[config.mk]
export PLATFORM = sky130hd
export DESIGN_NAME = g729Control
export DESIGN_NICKNAME = d
export VERILOG_FILES = /design/src/hw/g729Pkg.sv /design/src/hw/frameGate.sv /design/src/hw/frameQueue.sv /design/src/hw/stepTable.sv /design/src/hw/encoderSequencer.sv /design/src/hw/g729Control.sv
export SDC_FILE = /design/constraint.sdc
export NUM_CORES = 1
export LEC_CHECK = 0
export BUFFER_PORTS_ARGS = -buffer_cell sky130_fd_sc_hd__buf_2
export CAP_MARGIN = 40
export CORE_MARGIN = 3
export CORE_UTILIZATION = 50
export CTS_CLUSTER_DIAMETER = 40
export DETAILED_ROUTE_END_ITERATION = 16
export PLACE_DENSITY = 0.76
export SLEW_MARGIN = 40
export SYNTH_ARGS = -nofsm -noshare
export SYNTH_HDL_FRONTEND = slang
export SYNTH_SLANG_ARGS = --single-unit
[constraint.sdc]
create_clock -name clock -period 4.1 [get_ports clock]
set_input_delay 1.23 -clock clock [delete_from_list [all_inputs] [get_ports clock]]
set_output_delay 1.23 -clock clock [all_outputs]
set_load 0.01 [all_outputs]
[src/hw/g729Pkg.sv]
package g729Pkg;

	//////////////////////////////////////////////////
	// Unit and schedule sizes
	//////////////////////////////////////////////////
	localparam int NUM_UNITS = 22;       // External processing units
	localparam int UNIT_WIDTH = 5;       // Bits of a unit identifier
	localparam int STEP_WIDTH = 6;       // Bits of a step number
	localparam int FRAME_STEPS = 17;     // LPC analysis, steps 0 to 16
	localparam int SUBFRAME_STEPS = 18;  // Per subframe, steps 17 to 34

	//////////////////////////////////////////////////
	// Unit identifiers, bit position in unitStart/unitDone
	//////////////////////////////////////////////////
	localparam logic [UNIT_WIDTH-1:0] UNIT_AUTOCORR = 5'd0;
	localparam logic [UNIT_WIDTH-1:0] UNIT_LAG_WINDOW = 5'd1;
	localparam logic [UNIT_WIDTH-1:0] UNIT_LEVINSON = 5'd2;
	localparam logic [UNIT_WIDTH-1:0] UNIT_AZ_LSP = 5'd3;
	localparam logic [UNIT_WIDTH-1:0] UNIT_QUA_LSP = 5'd4;
	localparam logic [UNIT_WIDTH-1:0] UNIT_INT_LPC = 5'd5;
	localparam logic [UNIT_WIDTH-1:0] UNIT_INT_QLPC = 5'd6;
	localparam logic [UNIT_WIDTH-1:0] UNIT_PERC_VAR = 5'd7;
	localparam logic [UNIT_WIDTH-1:0] UNIT_WEIGHT_AZ = 5'd8;
	localparam logic [UNIT_WIDTH-1:0] UNIT_RESIDU = 5'd9;
	localparam logic [UNIT_WIDTH-1:0] UNIT_SYN_FILT = 5'd10;
	localparam logic [UNIT_WIDTH-1:0] UNIT_PITCH_OL = 5'd11;
	localparam logic [UNIT_WIDTH-1:0] UNIT_PITCH_FR3 = 5'd12;
	localparam logic [UNIT_WIDTH-1:0] UNIT_ENC_LAG3 = 5'd13;
	localparam logic [UNIT_WIDTH-1:0] UNIT_PARITY_PITCH = 5'd14;
	localparam logic [UNIT_WIDTH-1:0] UNIT_PRED_LT3 = 5'd15;
	localparam logic [UNIT_WIDTH-1:0] UNIT_CONVOLVE = 5'd16;
	localparam logic [UNIT_WIDTH-1:0] UNIT_G_PITCH = 5'd17;
	localparam logic [UNIT_WIDTH-1:0] UNIT_TEST_ERR = 5'd18;
	localparam logic [UNIT_WIDTH-1:0] UNIT_ACELP_CODEBOOK = 5'd19;
	localparam logic [UNIT_WIDTH-1:0] UNIT_CORR_XY2 = 5'd20;
	localparam logic [UNIT_WIDTH-1:0] UNIT_QUA_GAIN = 5'd21;

	// Counter width for a modulus of n, never below one bit
	function automatic int counterWidth(input int n);
		int width;
		width = (n > 1) ? $clog2(n) : 1;
		return width;
	endfunction

endpackage

[src/hw/frameGate.sv]
`timescale 1ns/1ps

module frameGate
	import g729Pkg::*;
#(
	parameter int SEGMENTS_PER_FRAME = 2
)
(
	input logic clock,
	input logic reset,
	input logic enable,
	input logic segmentDone,
	output logic frameReady
);

	localparam int COUNT_WIDTH = counterWidth(SEGMENTS_PER_FRAME);

	logic [COUNT_WIDTH-1:0] segmentCount;  // Segments of the frame being filled
	logic lastSegment;

	assign lastSegment = segmentCount == COUNT_WIDTH'(SEGMENTS_PER_FRAME - 1);

	//////////////////////////////////////////////////
	// Segment counter
	//////////////////////////////////////////////////
	always_ff @(posedge clock)
	begin
		if (reset)
		begin
			segmentCount <= '0;
			frameReady <= 1'b0;
		end
		else
		begin
			frameReady <= 1'b0;
			if (!enable)
				segmentCount <= '0;  // Partial frame is thrown away
			else if (segmentDone)
			begin
				if (lastSegment)
				begin
					segmentCount <= '0;
					frameReady <= 1'b1;  // One pulse per full frame
				end
				else
					segmentCount <= segmentCount + 1'b1;
			end
		end
	end

endmodule

[src/hw/frameQueue.sv]
`timescale 1ns/1ps

module frameQueue
	import g729Pkg::*;
#(
	parameter int QUEUE_DEPTH = 4
)
(
	input logic clock,
	input logic reset,
	input logic frameReady,
	input logic frameTake,
	output logic frameAvailable,
	output logic frameOverrun
);

	localparam int COUNT_WIDTH = counterWidth(QUEUE_DEPTH + 1);

	logic [COUNT_WIDTH-1:0] pendingCount;  // Frames waiting for the sequencer
	logic queueFull;

	assign queueFull = pendingCount == COUNT_WIDTH'(QUEUE_DEPTH);
	assign frameAvailable = pendingCount != '0;

	always_ff @(posedge clock)
	begin
		if (reset)
		begin
			pendingCount <= '0;
			frameOverrun <= 1'b0;
		end
		else
		begin
			frameOverrun <= 1'b0;
			case ({frameReady, frameTake})
				2'b10:
				begin
					if (queueFull)
						frameOverrun <= 1'b1;  // Frame is lost
					else
						pendingCount <= pendingCount + 1'b1;
				end
				2'b01:
					pendingCount <= pendingCount - 1'b1;
				default:
					pendingCount <= pendingCount;  // Idle, or push and take cancel
			endcase
		end
	end

	//////////////////////////////////////////////////
	// Checks
	//////////////////////////////////////////////////
	countBound: assert property (@(posedge clock) disable iff (reset)
		pendingCount <= COUNT_WIDTH'(QUEUE_DEPTH));

	// Sequencer must only take while a frame is pending
	takeWhenPending: assert property (@(posedge clock) disable iff (reset)
		frameTake |-> pendingCount != '0);

endmodule

[src/hw/stepTable.sv]
`timescale 1ns/1ps

module stepTable
	import g729Pkg::*;
(
	input logic [STEP_WIDTH-1:0] stepIndex,
	output logic [UNIT_WIDTH-1:0] stepUnit,
	output logic firstSubframeOnly,
	output logic lastFrameStep,
	output logic lastSubframeStep
);

	localparam logic [STEP_WIDTH-1:0] PARITY_STEP = 6'd27;

	always_comb
	begin
		stepUnit = UNIT_AUTOCORR;
		case (stepIndex)
			//////////////////////////////////////////////////
			// Frame level LPC analysis
			//////////////////////////////////////////////////
			6'd0: stepUnit = UNIT_AUTOCORR;
			6'd1: stepUnit = UNIT_LAG_WINDOW;
			6'd2: stepUnit = UNIT_LEVINSON;
			6'd3: stepUnit = UNIT_AZ_LSP;
			6'd4: stepUnit = UNIT_QUA_LSP;
			6'd5: stepUnit = UNIT_INT_LPC;
			6'd6: stepUnit = UNIT_INT_QLPC;
			6'd7: stepUnit = UNIT_PERC_VAR;
			6'd8: stepUnit = UNIT_WEIGHT_AZ;   // First half of frame
			6'd9: stepUnit = UNIT_WEIGHT_AZ;
			6'd10: stepUnit = UNIT_RESIDU;
			6'd11: stepUnit = UNIT_SYN_FILT;
			6'd12: stepUnit = UNIT_WEIGHT_AZ;  // Second half of frame
			6'd13: stepUnit = UNIT_WEIGHT_AZ;
			6'd14: stepUnit = UNIT_RESIDU;
			6'd15: stepUnit = UNIT_SYN_FILT;
			6'd16: stepUnit = UNIT_PITCH_OL;
			//////////////////////////////////////////////////
			// Subframe loop body
			//////////////////////////////////////////////////
			6'd17: stepUnit = UNIT_WEIGHT_AZ;
			6'd18: stepUnit = UNIT_WEIGHT_AZ;
			6'd19: stepUnit = UNIT_SYN_FILT;   // Impulse response
			6'd20: stepUnit = UNIT_SYN_FILT;
			6'd21: stepUnit = UNIT_RESIDU;     // Target signal
			6'd22: stepUnit = UNIT_SYN_FILT;
			6'd23: stepUnit = UNIT_RESIDU;
			6'd24: stepUnit = UNIT_SYN_FILT;
			6'd25: stepUnit = UNIT_PITCH_FR3;  // Closed loop pitch
			6'd26: stepUnit = UNIT_ENC_LAG3;
			6'd27: stepUnit = UNIT_PARITY_PITCH;
			6'd28: stepUnit = UNIT_PRED_LT3;
			6'd29: stepUnit = UNIT_CONVOLVE;
			6'd30: stepUnit = UNIT_G_PITCH;
			6'd31: stepUnit = UNIT_TEST_ERR;
			6'd32: stepUnit = UNIT_ACELP_CODEBOOK;
			6'd33: stepUnit = UNIT_CORR_XY2;
			6'd34: stepUnit = UNIT_QUA_GAIN;
			default: stepUnit = UNIT_AUTOCORR;  // Never reached in a frame
		endcase

		firstSubframeOnly = stepIndex == PARITY_STEP;  // Parity only on subframe 0
		lastFrameStep = stepIndex == STEP_WIDTH'(FRAME_STEPS - 1);
		lastSubframeStep = stepIndex == STEP_WIDTH'(FRAME_STEPS + SUBFRAME_STEPS - 1);

		unitInRange: assert (int'(stepUnit) < NUM_UNITS);
	end

endmodule

[src/hw/encoderSequencer.sv]
`timescale 1ns/1ps

module encoderSequencer
	import g729Pkg::*;
#(
	parameter int SUBFRAMES_PER_FRAME = 2
)
(
	input logic clock,
	input logic reset,
	input logic frameAvailable,
	input logic abort,
	input logic [NUM_UNITS-1:0] unitDone,
	output logic frameTake,
	output logic [NUM_UNITS-1:0] unitStart,
	output logic [STEP_WIDTH-1:0] stepSelect,
	output logic [counterWidth(SUBFRAMES_PER_FRAME)-1:0] subframeIndex,
	output logic frameDone
);

	localparam int SUBFRAME_WIDTH = counterWidth(SUBFRAMES_PER_FRAME);

	localparam logic [1:0] STATE_IDLE = 2'd0;
	localparam logic [1:0] STATE_ISSUE = 2'd1;  // Start pulse cycle
	localparam logic [1:0] STATE_WAIT = 2'd2;   // Waiting on the unit
	localparam logic [1:0] STATE_SKIP = 2'd3;   // Step passed over

	logic [1:0] state;
	logic [STEP_WIDTH-1:0] stepCount;
	logic [STEP_WIDTH-1:0] lookaheadStep;
	logic [SUBFRAME_WIDTH-1:0] subframeCount;
	logic [UNIT_WIDTH-1:0] currentUnit;
	logic currentFirstOnly;
	logic lastFrameStep;
	logic lastSubframeStep;
	logic nextFirstOnly;
	logic lastSubframe;
	logic stepDone;
	logic skipNext;

	stepTable currentTable_i (
		.stepIndex(stepCount),
		.stepUnit(currentUnit),
		.firstSubframeOnly(currentFirstOnly),
		.lastFrameStep(lastFrameStep),
		.lastSubframeStep(lastSubframeStep)
	);

	// Flags of the following step, to decide on a skip at the done pulse
	stepTable lookaheadTable_i (
		.stepIndex(lookaheadStep),
		.stepUnit(),
		.firstSubframeOnly(nextFirstOnly),
		.lastFrameStep(),
		.lastSubframeStep()
	);

	assign lookaheadStep = stepCount + 1'b1;
	assign lastSubframe = subframeCount == SUBFRAME_WIDTH'(SUBFRAMES_PER_FRAME - 1);
	assign stepDone = unitDone[currentUnit];  // Other done bits ignored
	assign skipNext = nextFirstOnly && (subframeCount != '0);

	assign frameTake = (state == STATE_IDLE) && frameAvailable && !abort;
	assign unitStart = (state == STATE_ISSUE) ? (NUM_UNITS'(1) << currentUnit) : '0;
	assign stepSelect = stepCount;
	assign subframeIndex = subframeCount;

	//////////////////////////////////////////////////
	// Step FSM
	//////////////////////////////////////////////////
	always_ff @(posedge clock)
	begin
		if (reset)
		begin
			state <= STATE_IDLE;
			stepCount <= '0;
			subframeCount <= '0;
			frameDone <= 1'b0;
		end
		else
		begin
			frameDone <= 1'b0;
			if (abort)
			begin
				state <= STATE_IDLE;  // Frame dropped, queue keeps the rest
				stepCount <= '0;
				subframeCount <= '0;
			end
			else
			begin
				case (state)
					STATE_IDLE:
						if (frameAvailable)
							state <= STATE_ISSUE;  // Step 0 next cycle
					STATE_ISSUE:
						state <= STATE_WAIT;
					STATE_WAIT:
						if (stepDone)
						begin
							if (lastSubframeStep && lastSubframe)
							begin
								state <= STATE_IDLE;
								stepCount <= '0;
								subframeCount <= '0;
								frameDone <= 1'b1;
							end
							else if (lastSubframeStep)
							begin
								state <= STATE_ISSUE;  // Loop back for next subframe
								stepCount <= STEP_WIDTH'(FRAME_STEPS);
								subframeCount <= subframeCount + 1'b1;
							end
							else if (lastFrameStep)
							begin
								state <= STATE_ISSUE;  // Enter subframe loop
								stepCount <= STEP_WIDTH'(FRAME_STEPS);
								subframeCount <= '0;
							end
							else
							begin
								state <= skipNext ? STATE_SKIP : STATE_ISSUE;
								stepCount <= lookaheadStep;
							end
						end
					STATE_SKIP:
					begin
						state <= STATE_ISSUE;
						stepCount <= lookaheadStep;
					end
					default:
						state <= STATE_IDLE;
				endcase
			end
		end
	end

	//////////////////////////////////////////////////
	// Checks
	//////////////////////////////////////////////////
	startOneHot: assert property (@(posedge clock) disable iff (reset)
		$onehot0(unitStart));

	// Parity pitch is only ever started in the first subframe
	parityFirstOnly: assert property (@(posedge clock) disable iff (reset)
		(state == STATE_ISSUE) && currentFirstOnly |-> subframeCount == '0);

endmodule

[src/hw/g729Control.sv]
`timescale 1ns/1ps

module g729Control
	import g729Pkg::*;
#(
	parameter int SEGMENTS_PER_FRAME = 2,
	parameter int QUEUE_DEPTH = 4,
	parameter int SUBFRAMES_PER_FRAME = 2
)
(
	input logic clock,
	input logic reset,
	input logic enable,
	input logic segmentDone,
	input logic [NUM_UNITS-1:0] unitDone,
	input logic abort,
	output logic [NUM_UNITS-1:0] unitStart,
	output logic [STEP_WIDTH-1:0] stepSelect,
	output logic [counterWidth(SUBFRAMES_PER_FRAME)-1:0] subframeIndex,
	output logic frameDone,
	output logic frameOverrun
);

	logic frameReady;      // Gate to queue
	logic frameAvailable;  // Queue to sequencer
	logic frameTake;       // Sequencer back to queue

	frameGate #(
		.SEGMENTS_PER_FRAME(SEGMENTS_PER_FRAME)
	) frameGate_i (
		.clock(clock),
		.reset(reset),
		.enable(enable),
		.segmentDone(segmentDone),
		.frameReady(frameReady)
	);

	frameQueue #(
		.QUEUE_DEPTH(QUEUE_DEPTH)
	) frameQueue_i (
		.clock(clock),
		.reset(reset),
		.frameReady(frameReady),
		.frameTake(frameTake),
		.frameAvailable(frameAvailable),
		.frameOverrun(frameOverrun)
	);

	encoderSequencer #(
		.SUBFRAMES_PER_FRAME(SUBFRAMES_PER_FRAME)
	) encoderSequencer_i (
		.clock(clock),
		.reset(reset),
		.frameAvailable(frameAvailable),
		.abort(abort),
		.unitDone(unitDone),
		.frameTake(frameTake),
		.unitStart(unitStart),
		.stepSelect(stepSelect),
		.subframeIndex(subframeIndex),
		.frameDone(frameDone)
	);

endmodule

== Word-level counts from Yosys, hierarchy flattened ==
Memories as Yosys holds them, arrays and structs flattened. A register that Yosys moved wholly into a read port is not among the register bits.
Index checks and enable logic that the tools add are counted.
Cells by class
  $add $sub $neg: 5
  $mul: 0
  divide/modulo/power cells: 0
  magnitude comparators: 1
  equal/unequal tests: 12
  shifts and indexed selects: 1
  multiplexer cells: 26
  bitwise gates (word level): 5
  reduce and logical (&&, ||, !) cells: 19
Operator list (number)
  $mux 6: 6
  $mux 22: 1
  $shl 1x5->22 const A: 1
  $eq 6x5->1 const B: 2
  $mux 2: 6
  $pmux 6 s2: 1
  $mux 1: 8
  $pmux 2 s4: 1
  $add 6x1->6 const B: 1
  $eq 2x2->1 const B: 3
  $eq 6x6->1 const B: 1
  $lt 5x6->1 const B: 1
  $pmux 3 s2: 1
  $reduce_and 2->1: 3
  $reduce_bool 3->1: 2
  $reduce_or 2->1: 3
  $bmux 1 s5: 1
  $not 1->1: 5
  $eq 2x1->1 const B: 2
  $logic_and 1x1->1: 4
  $ne 2x1->1 const B: 2
  $reduce_bool 2->1: 2
  $reduce_or 4->1: 1
  $add 3x1->3 const B: 1
  other kinds (9): 10
Word-level totals
  flip-flop bits (word level): 16
  latch bits: 0
  RAM bits: 0
  ROM bits: 320
  input bits: 27
  output and inout bits: 31
  word-level logic and storage cells: 78
  memories: 1
Memories
  (name not given): depth 64, width 5, read ports 1, clocked after Yosys merged registers in 1, wr ports 0, line stepTable.sv:18  | case (stepIndex)

== Depth between registers and ports, before layout ==
Gate-level depths: netlist of run 1.
  word-level depth: 9
  depth in mapped cells: 15
  mapped depth without buffers: 15

== Hierarchy ==
A second synthesis of run 1 with hierarchy kept.
Second synthesis, totals
  cells, all modules: 255
  area, all modules: 2030.7 sq um
Modules (own cells, without submodules)
  encoderSequencer: times used 1, cells each 136, area each 1073.5 sq um, sequential area each 200.2 sq um
  stepTable at encoderSequencer_i.currentTable_i: times used 1, cells each 45, area each 334.1 sq um, sequential area each 0.0 sq um
  stepTable at encoderSequencer_i.lookaheadTable_i: times used 1, cells each 42, area each 309.0 sq um, sequential area each 0.0 sq um
  frameQueue: times used 1, cells each 27, area each 241.5 sq um, sequential area each 80.1 sq um
  frameGate: times used 1, cells each 5, area each 72.6 sq um, sequential area each 40.0 sq um

== Worst setup path after synthesis of run 1 ==
No wires, ideal clock.
  kind: input-to-reg
  from: input port unitDone[15]
  to: register, netlist name encoderSequencer_i.currentTable_i.stepUnit[0]
  library setup time: 0.131 ns
  arrival time: 3.345 ns
  data required time: 3.969 ns
  path slack: 0.624 ns
  cell stages on the path: 10
  buffers on the path: 0
  cell sequence: mux2_1 > o211ai_2 > and3_1 > mux2_2 > nand2_1 > nand2_1 > ha_1 > a211o_1 > a32oi_1 > o211ai_1
On the way
  word-level cells in the longest chain between the ends: 6
Ends and longest elaborated chain
  start, declared: line g729Control.sv:15  | input logic [NUM_UNITS-1:0] unitDone,
  $bmux 1 s5: line encoderSequencer.sv:60  | assign stepDone = unitDone[currentUnit];
  $mux 1 (implied by the code): line encoderSequencer.sv:60
  $ne 2x1->1 (no line)
  $reduce_and 2->1 (no line)
  $mux 6 (no line) (2 in series)
No other way between the ends. The select of a mux whose other input is x is not followed.
A chain may end at the register's enable or synchronous reset.

== Final worst setup path of run 1 ==
  from: input port unitDone[15]
  to: register, netlist name encoderSequencer_i.currentTable_i.stepUnit[0]
On the way
  word-level cells in the longest chain between the ends: 6
Ends and longest elaborated chain (line)
  $bmux 1 s5: encoderSequencer.sv:60
  $mux 1 (implied by the code): encoderSequencer.sv:60
  $ne 2x1->1 (no line)
  $reduce_and 2->1 (no line)
  $mux 6 (no line) (2 in series)
No other way between the ends. The select of a mux whose other input is x is not followed.

==> flow_summary_export.csv, run 1 <==
group,metric,value,unit
pwr,p_total,0.549,mW
critical_path,crit_path_cell_trace,"buf_2 > mux2_1 > o211ai_2 > and3_1 > mux2_2 > nand2_1 > nand2_1 > ha_1 > a211o_1 > a32oi_1 > o211ai_1",
worst_hold_path,holdCritPathClass,"flop to flop",
clock_tree,cts_setup_buffers,0,
critical_path,cp_slowest_cell,"o211ai_2",
sta,tns,0,ns
critical_path,path_class,"input pin to flop",
pwr,cellInternalPower,0.366,mW
layout,fin_cells,348,
grt,grt_max_degree,22,
critical_path,critPathMaxFanout,7,
pwr,leakagePower,0.964,nW
sta,finalHoldViolCount,0,
critical_path,rrSetupSlack,0.87,ns
run,maxCapViolCount,0,
clock_tree,clockBufferDepth,2,
yosys,yosys.area.top_type,"dfxtp_1",
pwr,ir_worst_vdd,0.239,mV
yosys,syn_nets,287,
yosys,yosys-top-cells-area,"dfxtp_1 (21%), ha_1 (7.5%), mux2i_1 (6.5%), nor2_1 (5.4%), nand2_1 (3.5%)",
critical_path,end_kind,"flop",
critical_path,required,4.25,ns
floorplanning,initial_utilization,53.3,%
pwr,seqPwrFrac,42.8,%
pwr,share_comb_of_total_power,31.5,%
pwr,switching_share,33.3,%
yosys,synth_edf_count,0,
yosys,ys_seq_elements,21,
placement,port_buffers,57,
clock_tree,clock_sinks,21,
run_status,status,"completed",
layout,layout-area-overhead-vs-synth,17.0,%
placement,gp_congestion,0.910,
critical_path,cpMostUsedCell,"nand2_1",
worst_hold_path,hold_start,"encoderSequencer_i.state[1]",
floorplanning,die_w,69.4,um
yosys,synth_top_area_share,20.9,%
sta,period_share,85.5,%
drt,drc,0,
clock_tree,htreeDepth,1,
drt,drtIter0Drc,133,
sta,setup_ws,0.594,ns
yosys,synthArstFlopShare,0,%
yosys,ys_warn_count,0,
drt,drtAntennaViolNets,0,
yosys,postSynthAreaPerCell,8.14,um2
clock_tree,clk_pin_slew,0.07,ns
critical_path,r2r_end,"encoderSequencer_i.currentTable_i.stepUnit[1]",
drt,drt_pass1_iterations,4,
clock_tree,clk_latency,0.27,ns
critical_path,worstPathArrival,3.66,ns
layout,drive_gt1_share,27.0,%
drt,wl,5.07,mm
grt,grt_pass1_vias,1911,
clock_tree,cts-hold-fix-buffers,0,
sta,fin_skew,0.00291,ns
layout,fin_nets,341,
critical_path,startpoint_type,"input pin",
sta,rsz0062_at_grt,"no",
drt,route.detailed.wl_per_inst,14.6,um
sta,period_minus_slack,3.51,ns
drt,vias_per_cell,5.81,
yosys,ys_seq_area_share,20.9,%
worst_hold_path,holdPathEnd,"encoderSequencer_i.state[1]",
critical_path,critPathMaxStageDelay,0.39,ns
yosys,netlist_instances,247,
clock_tree,cts_root_buf,"clkbuf_8",
worst_hold_path,hold_path_depth,2,
grt,antenna_found_initial,0,
clock_tree,numCtsBuffers,3,
placement,dp.cells,344,
placement,hpwl,3.95,mm
pwr,p_sw,0.183,mW
grt,gr-usage-all-layers,21.2,%
floorplanning,die_h,69.4,um
floorplanning,core_region_area,0.00377,mm2
layout,n_antenna_cell,0,
drt,vias,2022,
pwr,powerDensity,233,mW/mm2
yosys,synth_ff_type,"dfxtp_1",
floorplanning,rows,22,
grt,grt_overflow,0,
pwr,clkPwrFrac,25.6,%
yosys,synth_commonest_cells,"nor2_1 (29), dfxtp_1 (21), nand2_1 (19)",
sta,slew_viol_final,0,
clock_tree,cts_resized,0,
layout,nFillCells,339,
grt,grt_pass1_wl,8.65,mm
clock_tree,cts_tree,"done",
sta,slew_headroom,69.5,%
critical_path,r2r_start,"encoderSequencer_i.currentTable_i.stepUnit[1]",
floorplanning,num_io_pins,58,
sta,tightest_slew,0.445,ns
yosys,synth_cell_type_count,69,
yosys,yosysMostFrequentCell,"nor2_1",
sta,setup_viol,0,
critical_path,worst-r2r-cell-count,14,
placement,preCtsSetupSlack,0.340,ns
sta,fmax,0.285,GHz
floorplanning,die_area,0.00482,mm2
yosys,syn-cell-area,0.00201,mm2
==> worst max path at each step <==
stage	startpoint	end	slack, ns
final	unitDone[15]	encoderSequencer_i.currentTable_i.stepUnit[0]	0.59
after floorplan	unitDone[15]	encoderSequencer_i.currentTable_i.stepUnit[0]	0.62
after detailed placement	unitDone[15]	encoderSequencer_i.currentTable_i.stepUnit[0]	0.34
after CTS	unitDone[15]	encoderSequencer_i.currentTable_i.stepUnit[0]	0.62
after global routing	unitDone[15]	encoderSequencer_i.currentTable_i.stepUnit[0]	0.48
after global placement	unitDone[15]	encoderSequencer_i.currentTable_i.stepUnit[0]	0.41
==> per-layer routing <==
metal	track usage [%]	up-vias	part of all wire, %
met3	3.48	9	2.9
met5	0	-	0
met4	5.64	0	1.6
met2	36.8	28	49
li1	-	1011	-
met1	27.0	974	47
==> sequential cells by signal, indices dropped and copies added (netlist names) <==
signal,cells
frameGate_i.lastSegment,1
encoderSequencer_i.subframeIndex,1
encoderSequencer_i.stepSelect,6
encoderSequencer_i.state,2
encoderSequencer_i.currentTable_i.stepUnit,5
frameGate_i.frameReady,1
encoderSequencer_i.frameDone,1
frameQueue_i.frameOverrun,1
frameQueue_i.pendingCount,3
==> critical path: cells and delay by family <==
family | cells | cell delay (ns)
compound gates | 4 | 0.95
fa+ha+maj | 1 | 0.24
buf+inv | 1 | 0.09
mux | 2 | 0.68
simple gates | 3 | 0.45
==> cells in the final DEF (no fill, tap or decap), drive strengths merged, types with 3 or more instances in the layout <==
master and count:
nor2b 4, a211oi 6, or3 3, inv 16
a31oi 4, nand2 20, ha 12, nor3 14
dfxtp 21, and3 4, nand3 7, nor2 29
xnor2 3, mux2i 13, nand2b 5, nand3b 3
buf 59, clkbuf 4, a21oi 10, o21ai 7
o211ai 8, nor3b 3, nand4b 3, mux2 5
==> stage by stage <==
step / cell area [um2] / util, % / hold WS [ns]
detailed placement: 2310 / 61.2 / 0.508
finish: 2350 / 62.4 / 0.520
global placement: 2310 / 61.2 / 0.500
global route: 2350 / 62.4 / 0.538
floorplan: 2010 / - / 0.475
CTS: 2350 / 62.4 / 0.520
==> layout make-up <==
class | instances | area (um2) | share of cell area [%]
inverters | 16 | 60.1 | 2.55
well taps | 48 | 60.1 | 2.55
repair buffers | 59 | 300 | 12.8
multi-input cells | 200 | 1470 | 62.3
flip-flops and latches | 21 | 420 | 17.9
clock buffers | 4 | 45.0 | 1.91
==> power by group through the flow <==
stage / Clock, mW / Sequential [mW] / Combinational [mW]
floorplan: 0 / 0.236 / 0.135
global placement: 0 / 0.240 / 0.169
detailed placement: 0 / 0.239 / 0.170
CTS: 0.143 / 0.235 / 0.172
global route: 0.149 / 0.238 / 0.200
finish: 0.141 / 0.235 / 0.173
==> cell families after synthesis <==
| logic type | Yosys count | share of synthesized area, % |
|---|---|---|
| AOI/OAI and AO/OA | 58 | 24.1 |
| xor gates and xnor gates | 4 | 2.68 |
| adders and majority gates | 13 | 8.46 |
| buffers and inverters | 26 | 6.16 |
| DFF | 21 | 20.9 |
| muxes | 18 | 9.46 |
| and+or+nand+nor | 107 | 28.2 |
Power figures use the tool's default switching activity.
==> inputs of run 2 (changes only) <==
Settings changed: CORE_ASPECT_RATIO set to 0.7, GPL_TIMING_DRIVEN set to 0.
==> run 2 against run 1 <==
Compared with the run above: combinational power about the same; via count up 0.74%; sequential cell count is the same; global-route usage grew 0.45 points; setup slack got worse by 0.082 ns; worst hold slack better by 0.0066 ns; clock skew grew 0.0021 ns; sequential power about the same; non-clock buffer count up 8; critical endpoint unchanged; sequential share of layout area fell by 0.38 points; total power is 0.47% higher.
==> flow_summary_export.csv, run 2 (synthesis gave the netlist of run 1 again) <==
group,metric,value,unit
clock_tree,cts_tree,"done",
pwr,leakagePower,0.985,nW
placement,gp_congestion,0.888,
clock_tree,numCtsBuffers,3,
critical_path,r2r_start,"encoderSequencer_i.state[0]",
run_status,status,"completed",
placement,place_area,0.00236,mm2
placement,hpwl,3.99,mm
drt,drt_pass1_iterations,4,
floorplanning,die_h,59.1,um
pwr,p_sw,0.185,mW
placement,dp.cells,354,
critical_path,required,4.24,ns
sta,fin_skew,0.00501,ns
clock_tree,clk_latency,0.26,ns
sta,rsz0062_at_grt,"no",
critical_path,worst-r2r-cell-count,15,
sta,tns,0,ns
critical_path,rrSetupSlack,0.93,ns
floorplanning,core_region_area,0.00369,mm2
clock_tree,clock_sinks,21,
pwr,clkPwrFrac,25.6,%
drt,drc,0,
pwr,switching_share,33.5,%
critical_path,critPathCapture,"encoderSequencer_i.currentTable_i.stepUnit[0]",
sta,slew_viol_final,0,
clock_tree,clk_pin_slew,0.08,ns
layout,layout_commonest_cell,"buf_2",
drt,route.detailed.wl_per_inst,14.1,um
floorplanning,initial_utilization,54.4,%
critical_path,cp-startpoint,"unitDone[15]",
grt,grt_overflow,0,
floorplanning,die_w,81.8,um
drt,wl,5.04,mm
grt,grt_pass1_wl,8.37,mm
clock_tree,clockBufferDepth,2,
grt,gr-usage-all-layers,21.6,%
critical_path,worstPathArrival,3.72,ns
clock_tree,cts_setup_buffers,0,
layout,layout-area-overhead-vs-synth,19.5,%
drt,vias_per_cell,5.69,
drt,met2_length,2.09,mm
floorplanning,die_area,0.00483,mm2
pwr,seqPwrFrac,42.7,%
pwr,powerDensity,229,mW/mm2
pwr,share_comb_of_total_power,31.7,%
pwr,ir_worst_vdd,0.184,mV
drt,wl_met3,418,um
layout,stdcell_area,0.00240,mm2
worst_hold_path,holdCritPathClass,"flop to flop",
run,maxCapViolCount,0,
sta,slew_headroom,67.9,%
critical_path,startpoint_type,"input pin",
critical_path,critPathMaxFanout,7,
grt,grt_max_degree,12,
sta,period_share,87.5,%
layout,fin_cells,358,
sta,fmax,0.279,GHz
drt,top_layer_used,"met3",
grt,grt_pass1_vias,1846,
layout,layout_common_cells,"buf_2 (59), nor2_1 (29), dfxtp_1 (21), nand2_1 (19)",
sta,period_minus_slack,3.59,ns
floorplanning,rows,18,
critical_path,end_kind,"flop",
layout,fin_nets,349,
sta,finalHoldViolCount,0,
critical_path,path_class,"input pin to flop",
grt,antenna_found_initial,0,
layout,drive_gt1_share,26.9,%
floorplanning,num_io_pins,58,
placement,port_buffers,57,
clock_tree,cts-hold-fix-buffers,0,
layout,fin_util,65.1,%
critical_path,r2r_end,"encoderSequencer_i.currentTable_i.stepUnit[1]",
layout,n_antenna_cell,0,
clock_tree,cts_root_buf,"clkbuf_8",
drt,drtIter0Drc,102,
sta,tightest_slew,0.468,ns
layout,largest_reg_flops,6,
pwr,cellInternalPower,0.367,mW
drt,vias,2037,
sta,setup_viol,0,
clock_tree,htreeDepth,1,
drt,drtAntennaViolNets,0,
drt,wl_met1,2.53,mm
clock_tree,cts_resized,0,
==> run 2: changes by cell type in the layout (fill, tap and decap cells not counted) <==
cell / delta
buf_2: +2
buf_6: +1
buf_1: +1
buf_4: -2
buf_12: +1
clkbuf_1: +5
==> run 2: how the worst min path moves through the flow <==
stage / start / endpoint / slack [ns] / depth (start not counted)
5_1_grt: frameQueue_i.pendingCount[1] / frameQueue_i.pendingCount[1] / 0.56 / 2
6_report: frameQueue_i.pendingCount[2] / frameQueue_i.frameOverrun / 0.53 / 2
4_1_cts: frameQueue_i.pendingCount[2] / frameQueue_i.frameOverrun / 0.53 / 2
3_5_place_dp: frameQueue_i.pendingCount[2] / frameQueue_i.frameOverrun / 0.52 / 2
2_1_floorplan: frameQueue_i.pendingCount[2] / frameQueue_i.frameOverrun / 0.48 / 2
3_3_place_gp: frameQueue_i.pendingCount[2] / frameQueue_i.frameOverrun / 0.50 / 2
==> run 2: power by group through the flow <==
stage                     clock network, mW  registers (mW)  logic [mW]
after detailed placement                  0           0.240       0.175
final                                 0.141           0.235       0.175
after global placement                    0           0.240       0.169
after global routing                  0.154           0.237       0.198
after floorplan                           0           0.236       0.135
after CTS                             0.145           0.235       0.176
==> run 2: final cells by class <==
class / count / area [um2]
multi-input combinational: 200 / 1470
buffer: 10 / 63.8
clock buffer: 4 / 45.0
inverter: 16 / 60.1
fill: 341 / 1290
timing repair buffer: 57 / 285
tap: 50 / 62.6
sequential: 21 / 420
==> run 2: worst max-delay path, cell delays in order <==
cell	delay, ns
buf_2	0.09
mux2_1	0.29
o211ai_2	0.38
and3_1	0.26
mux2_2	0.39
nand2_1	0.08
nand2_1	0.14
ha_1	0.25
a211o_1	0.29
a32oi_1	0.21
o211ai_1	0.11
==> run 2: routing by layer <==
layer  vias to the layer above  global-route usage [%]
met5                         -                       0
li1                       1028                       -
met2                        73                    32.9
met4                         0                    2.13
met1                       936                    32.7
met3                         0                    4.26
==> run 2: stage by stage <==
step           setup WS [ns]  hold WS [ns]  total power [mW]
4_1_cts                0.540         0.526             0.556
6_report               0.512         0.527             0.551
3_5_place_dp           0.278         0.515             0.415
3_3_place_gp           0.295         0.503             0.409
5_1_grt                0.340         0.557             0.590
2_1_floorplan          0.624         0.475             0.371
==> inputs of run 3 (changes only) <==
Settings changed: MAX_ROUTING_LAYER set to met4.
Clock period 4.1 ns to 3.9 ns, I/O delays scaled along.
==> run 3 against run 2 <==
Compared with the run above: clock skew about the same; global-route usage up 0.12 points; sequential cell count unchanged; combinational power rose by 5%; clock power rose by 6%; clock-buffer cell count down 1; register-to-register slack worse by 0.22 ns; die area did not move; largest power group unchanged; sequential power is 6% higher; first-iteration DRC count is 3.9% higher; core utilization is 0.10 points higher; critical path depth unchanged.
==> flow_summary_export.csv, run 3 (synthesis gave the netlist of run 1 again) <==
group,metric,value,unit
drt,vias_per_cell,5.83,
sta,setup_viol,0,
clock_tree,htreeDepth,1,
drt,drt_pass1_iterations,4,
drt,wl,5.04,mm
layout,nFillCells,326,
floorplanning,die_w,81.8,um
grt,grt_pass1_wl,8.10,mm
pwr,ir_worst_vdd,0.180,mV
run,maxCapViolCount,0,
clock_tree,cts_resized,0,
grt,grt_max_degree,14,
pwr,leakagePower,0.984,nW
placement,port_buffers,57,
grt,grt_overflow,0,
layout,layout_commonest_cell,"buf_2",
critical_path,path_class,"input pin to flop",
grt,gr-usage-all-layers,21.8,%
clock_tree,cts_setup_buffers,0,
floorplanning,initial_utilization,54.4,%
critical_path,end_kind,"flop",
layout,layout_common_cells,"buf_2 (59), nor2_1 (29), dfxtp_1 (21), nand2_1 (19)",
sta,period_minus_slack,3.53,ns
run_status,status,"completed",
critical_path,required,4.04,ns
drt,vias,2087,
layout,fin_util,65.2,%
floorplanning,rows,18,
placement,gp_congestion,0.905,
drt,drtIter0Drc,106,
worst_hold_path,holdCritPathClass,"flop to flop",
layout,layout-area-overhead-vs-synth,19.7,%
sta,tns,0,ns
drt,drtAntennaViolNets,0,
drt,drc,0,
floorplanning,die_area,0.00483,mm2
layout,n_antenna_cell,0,
clock_tree,cts_root_buf,"clkbuf_8",
critical_path,critPathMaxFanout,7,
placement,hpwl,4.05,mm
clock_tree,clock_sinks,21,
grt,antenna_found_initial,0,
floorplanning,num_io_pins,58,
placement,place_area,0.00236,mm2
placement,dp.cells,354,
sta,fmax,0.283,GHz
clock_tree,numCtsBuffers,3,
floorplanning,die_h,59.1,um
sta,tightest_slew,0.421,ns
drt,route.detailed.wl_per_inst,14.1,um
sta,slew_viol_final,0,
clock_tree,cts-hold-fix-buffers,0,
sta,fin_skew,0.00538,ns
layout,stdcell_area,0.00241,mm2
layout,fin_nets,349,
layout,fin_cells,358,
sta,finalHoldViolCount,0,
layout,drive_gt1_share,27.3,%
sta,rsz0062_at_grt,"no",
sta,period_share,90.5,%
clock_tree,clockBufferDepth,2,
critical_path,startpoint_type,"input pin",
clock_tree,clk_pin_slew,0.09,ns
critical_path,worstPathArrival,3.67,ns
clock_tree,cts_tree,"done",
grt,grt_pass1_vias,1780,
floorplanning,core_region_area,0.00369,mm2
clock_tree,clk_latency,0.26,ns
layout,largest_reg_flops,6,
pwr,powerDensity,241,mW/mm2
pwr,p_total,0.580,mW
sta,slew_headroom,71.2,%
==> run 3: cell types whose count changed in the layout (fill, tap and decap cells not counted), sizes merged <==
cell,delta
clkbuf,-1
clkinvlp,+1
==> run 3: routing by layer <==
metal / GRT usage [%] / share of wire (%) / up-vias
li1: - / - / 1025
met1: 31.9 / 49 / 966
met2: 32.9 / 41 / 94
met3: 3.65 / 9.3 / 2
met4: 1.42 / 0.26 / 0
met5: - / 0 / -
==> run 3: path summary, 6_finish.rpt <==
path | start | end | slack (ns) | cells past startpoint
worst max register to register | encoderSequencer_i.state[0] | encoderSequencer_i.currentTable_i.stepUnit[1] | 0.71 | 15
worst max-delay path | unitDone[15] | encoderSequencer_i.currentTable_i.stepUnit[0] | 0.37 | 11
worst min register to register | frameQueue_i.pendingCount[2] | frameQueue_i.frameOverrun | 0.52 | 2
worst min-delay path | frameQueue_i.pendingCount[2] | frameQueue_i.frameOverrun | 0.52 | 2
==> run 3: final cells by class <==
type / instances / area [um2] / share of cell area, %
Inverter: 16 / 60.1 / 2.49
Tap cell: 50 / 62.6 / 2.60
Clock buffer: 3 / 41.3 / 1.72
Multi-Input combinational cell: 200 / 1470 / 60.9
Clock inverter: 1 / 7.51 / 0.312
Timing Repair Buffer: 57 / 285 / 11.9
Buffer: 10 / 63.8 / 2.65
Sequential cell: 21 / 420 / 17.5
==> run 3: critical path, stage by stage <==
cell	delay [ns]
buf_2	0.10
mux2_1	0.30
o211ai_2	0.36
and3_1	0.28
mux2_2	0.39
nand2_1	0.07
nand2_1	0.14
ha_1	0.26
a211o_1	0.28
a32oi_1	0.20
o211ai_1	0.10
==> run 3: power by group <==
part	internal [mW]	total (mW)	switching [mW]	leakage (nW)
clock	0.0722	0.150	0.0776	0.0217
sequential	0.230	0.248	0.0180	0.170
combinational	0.0824	0.183	0.100	0.793
==> run 3: per-stage QoR <==
| stage | setup WS, ns | hold WS [ns] |
|---|---|---|
| global route | 0.228 | 0.546 |
| finish | 0.372 | 0.516 |
| detailed placement | 0.102 | 0.507 |
| floorplan | 0.484 | 0.475 |
| CTS | 0.388 | 0.517 |
| global placement | 0.156 | 0.503 |
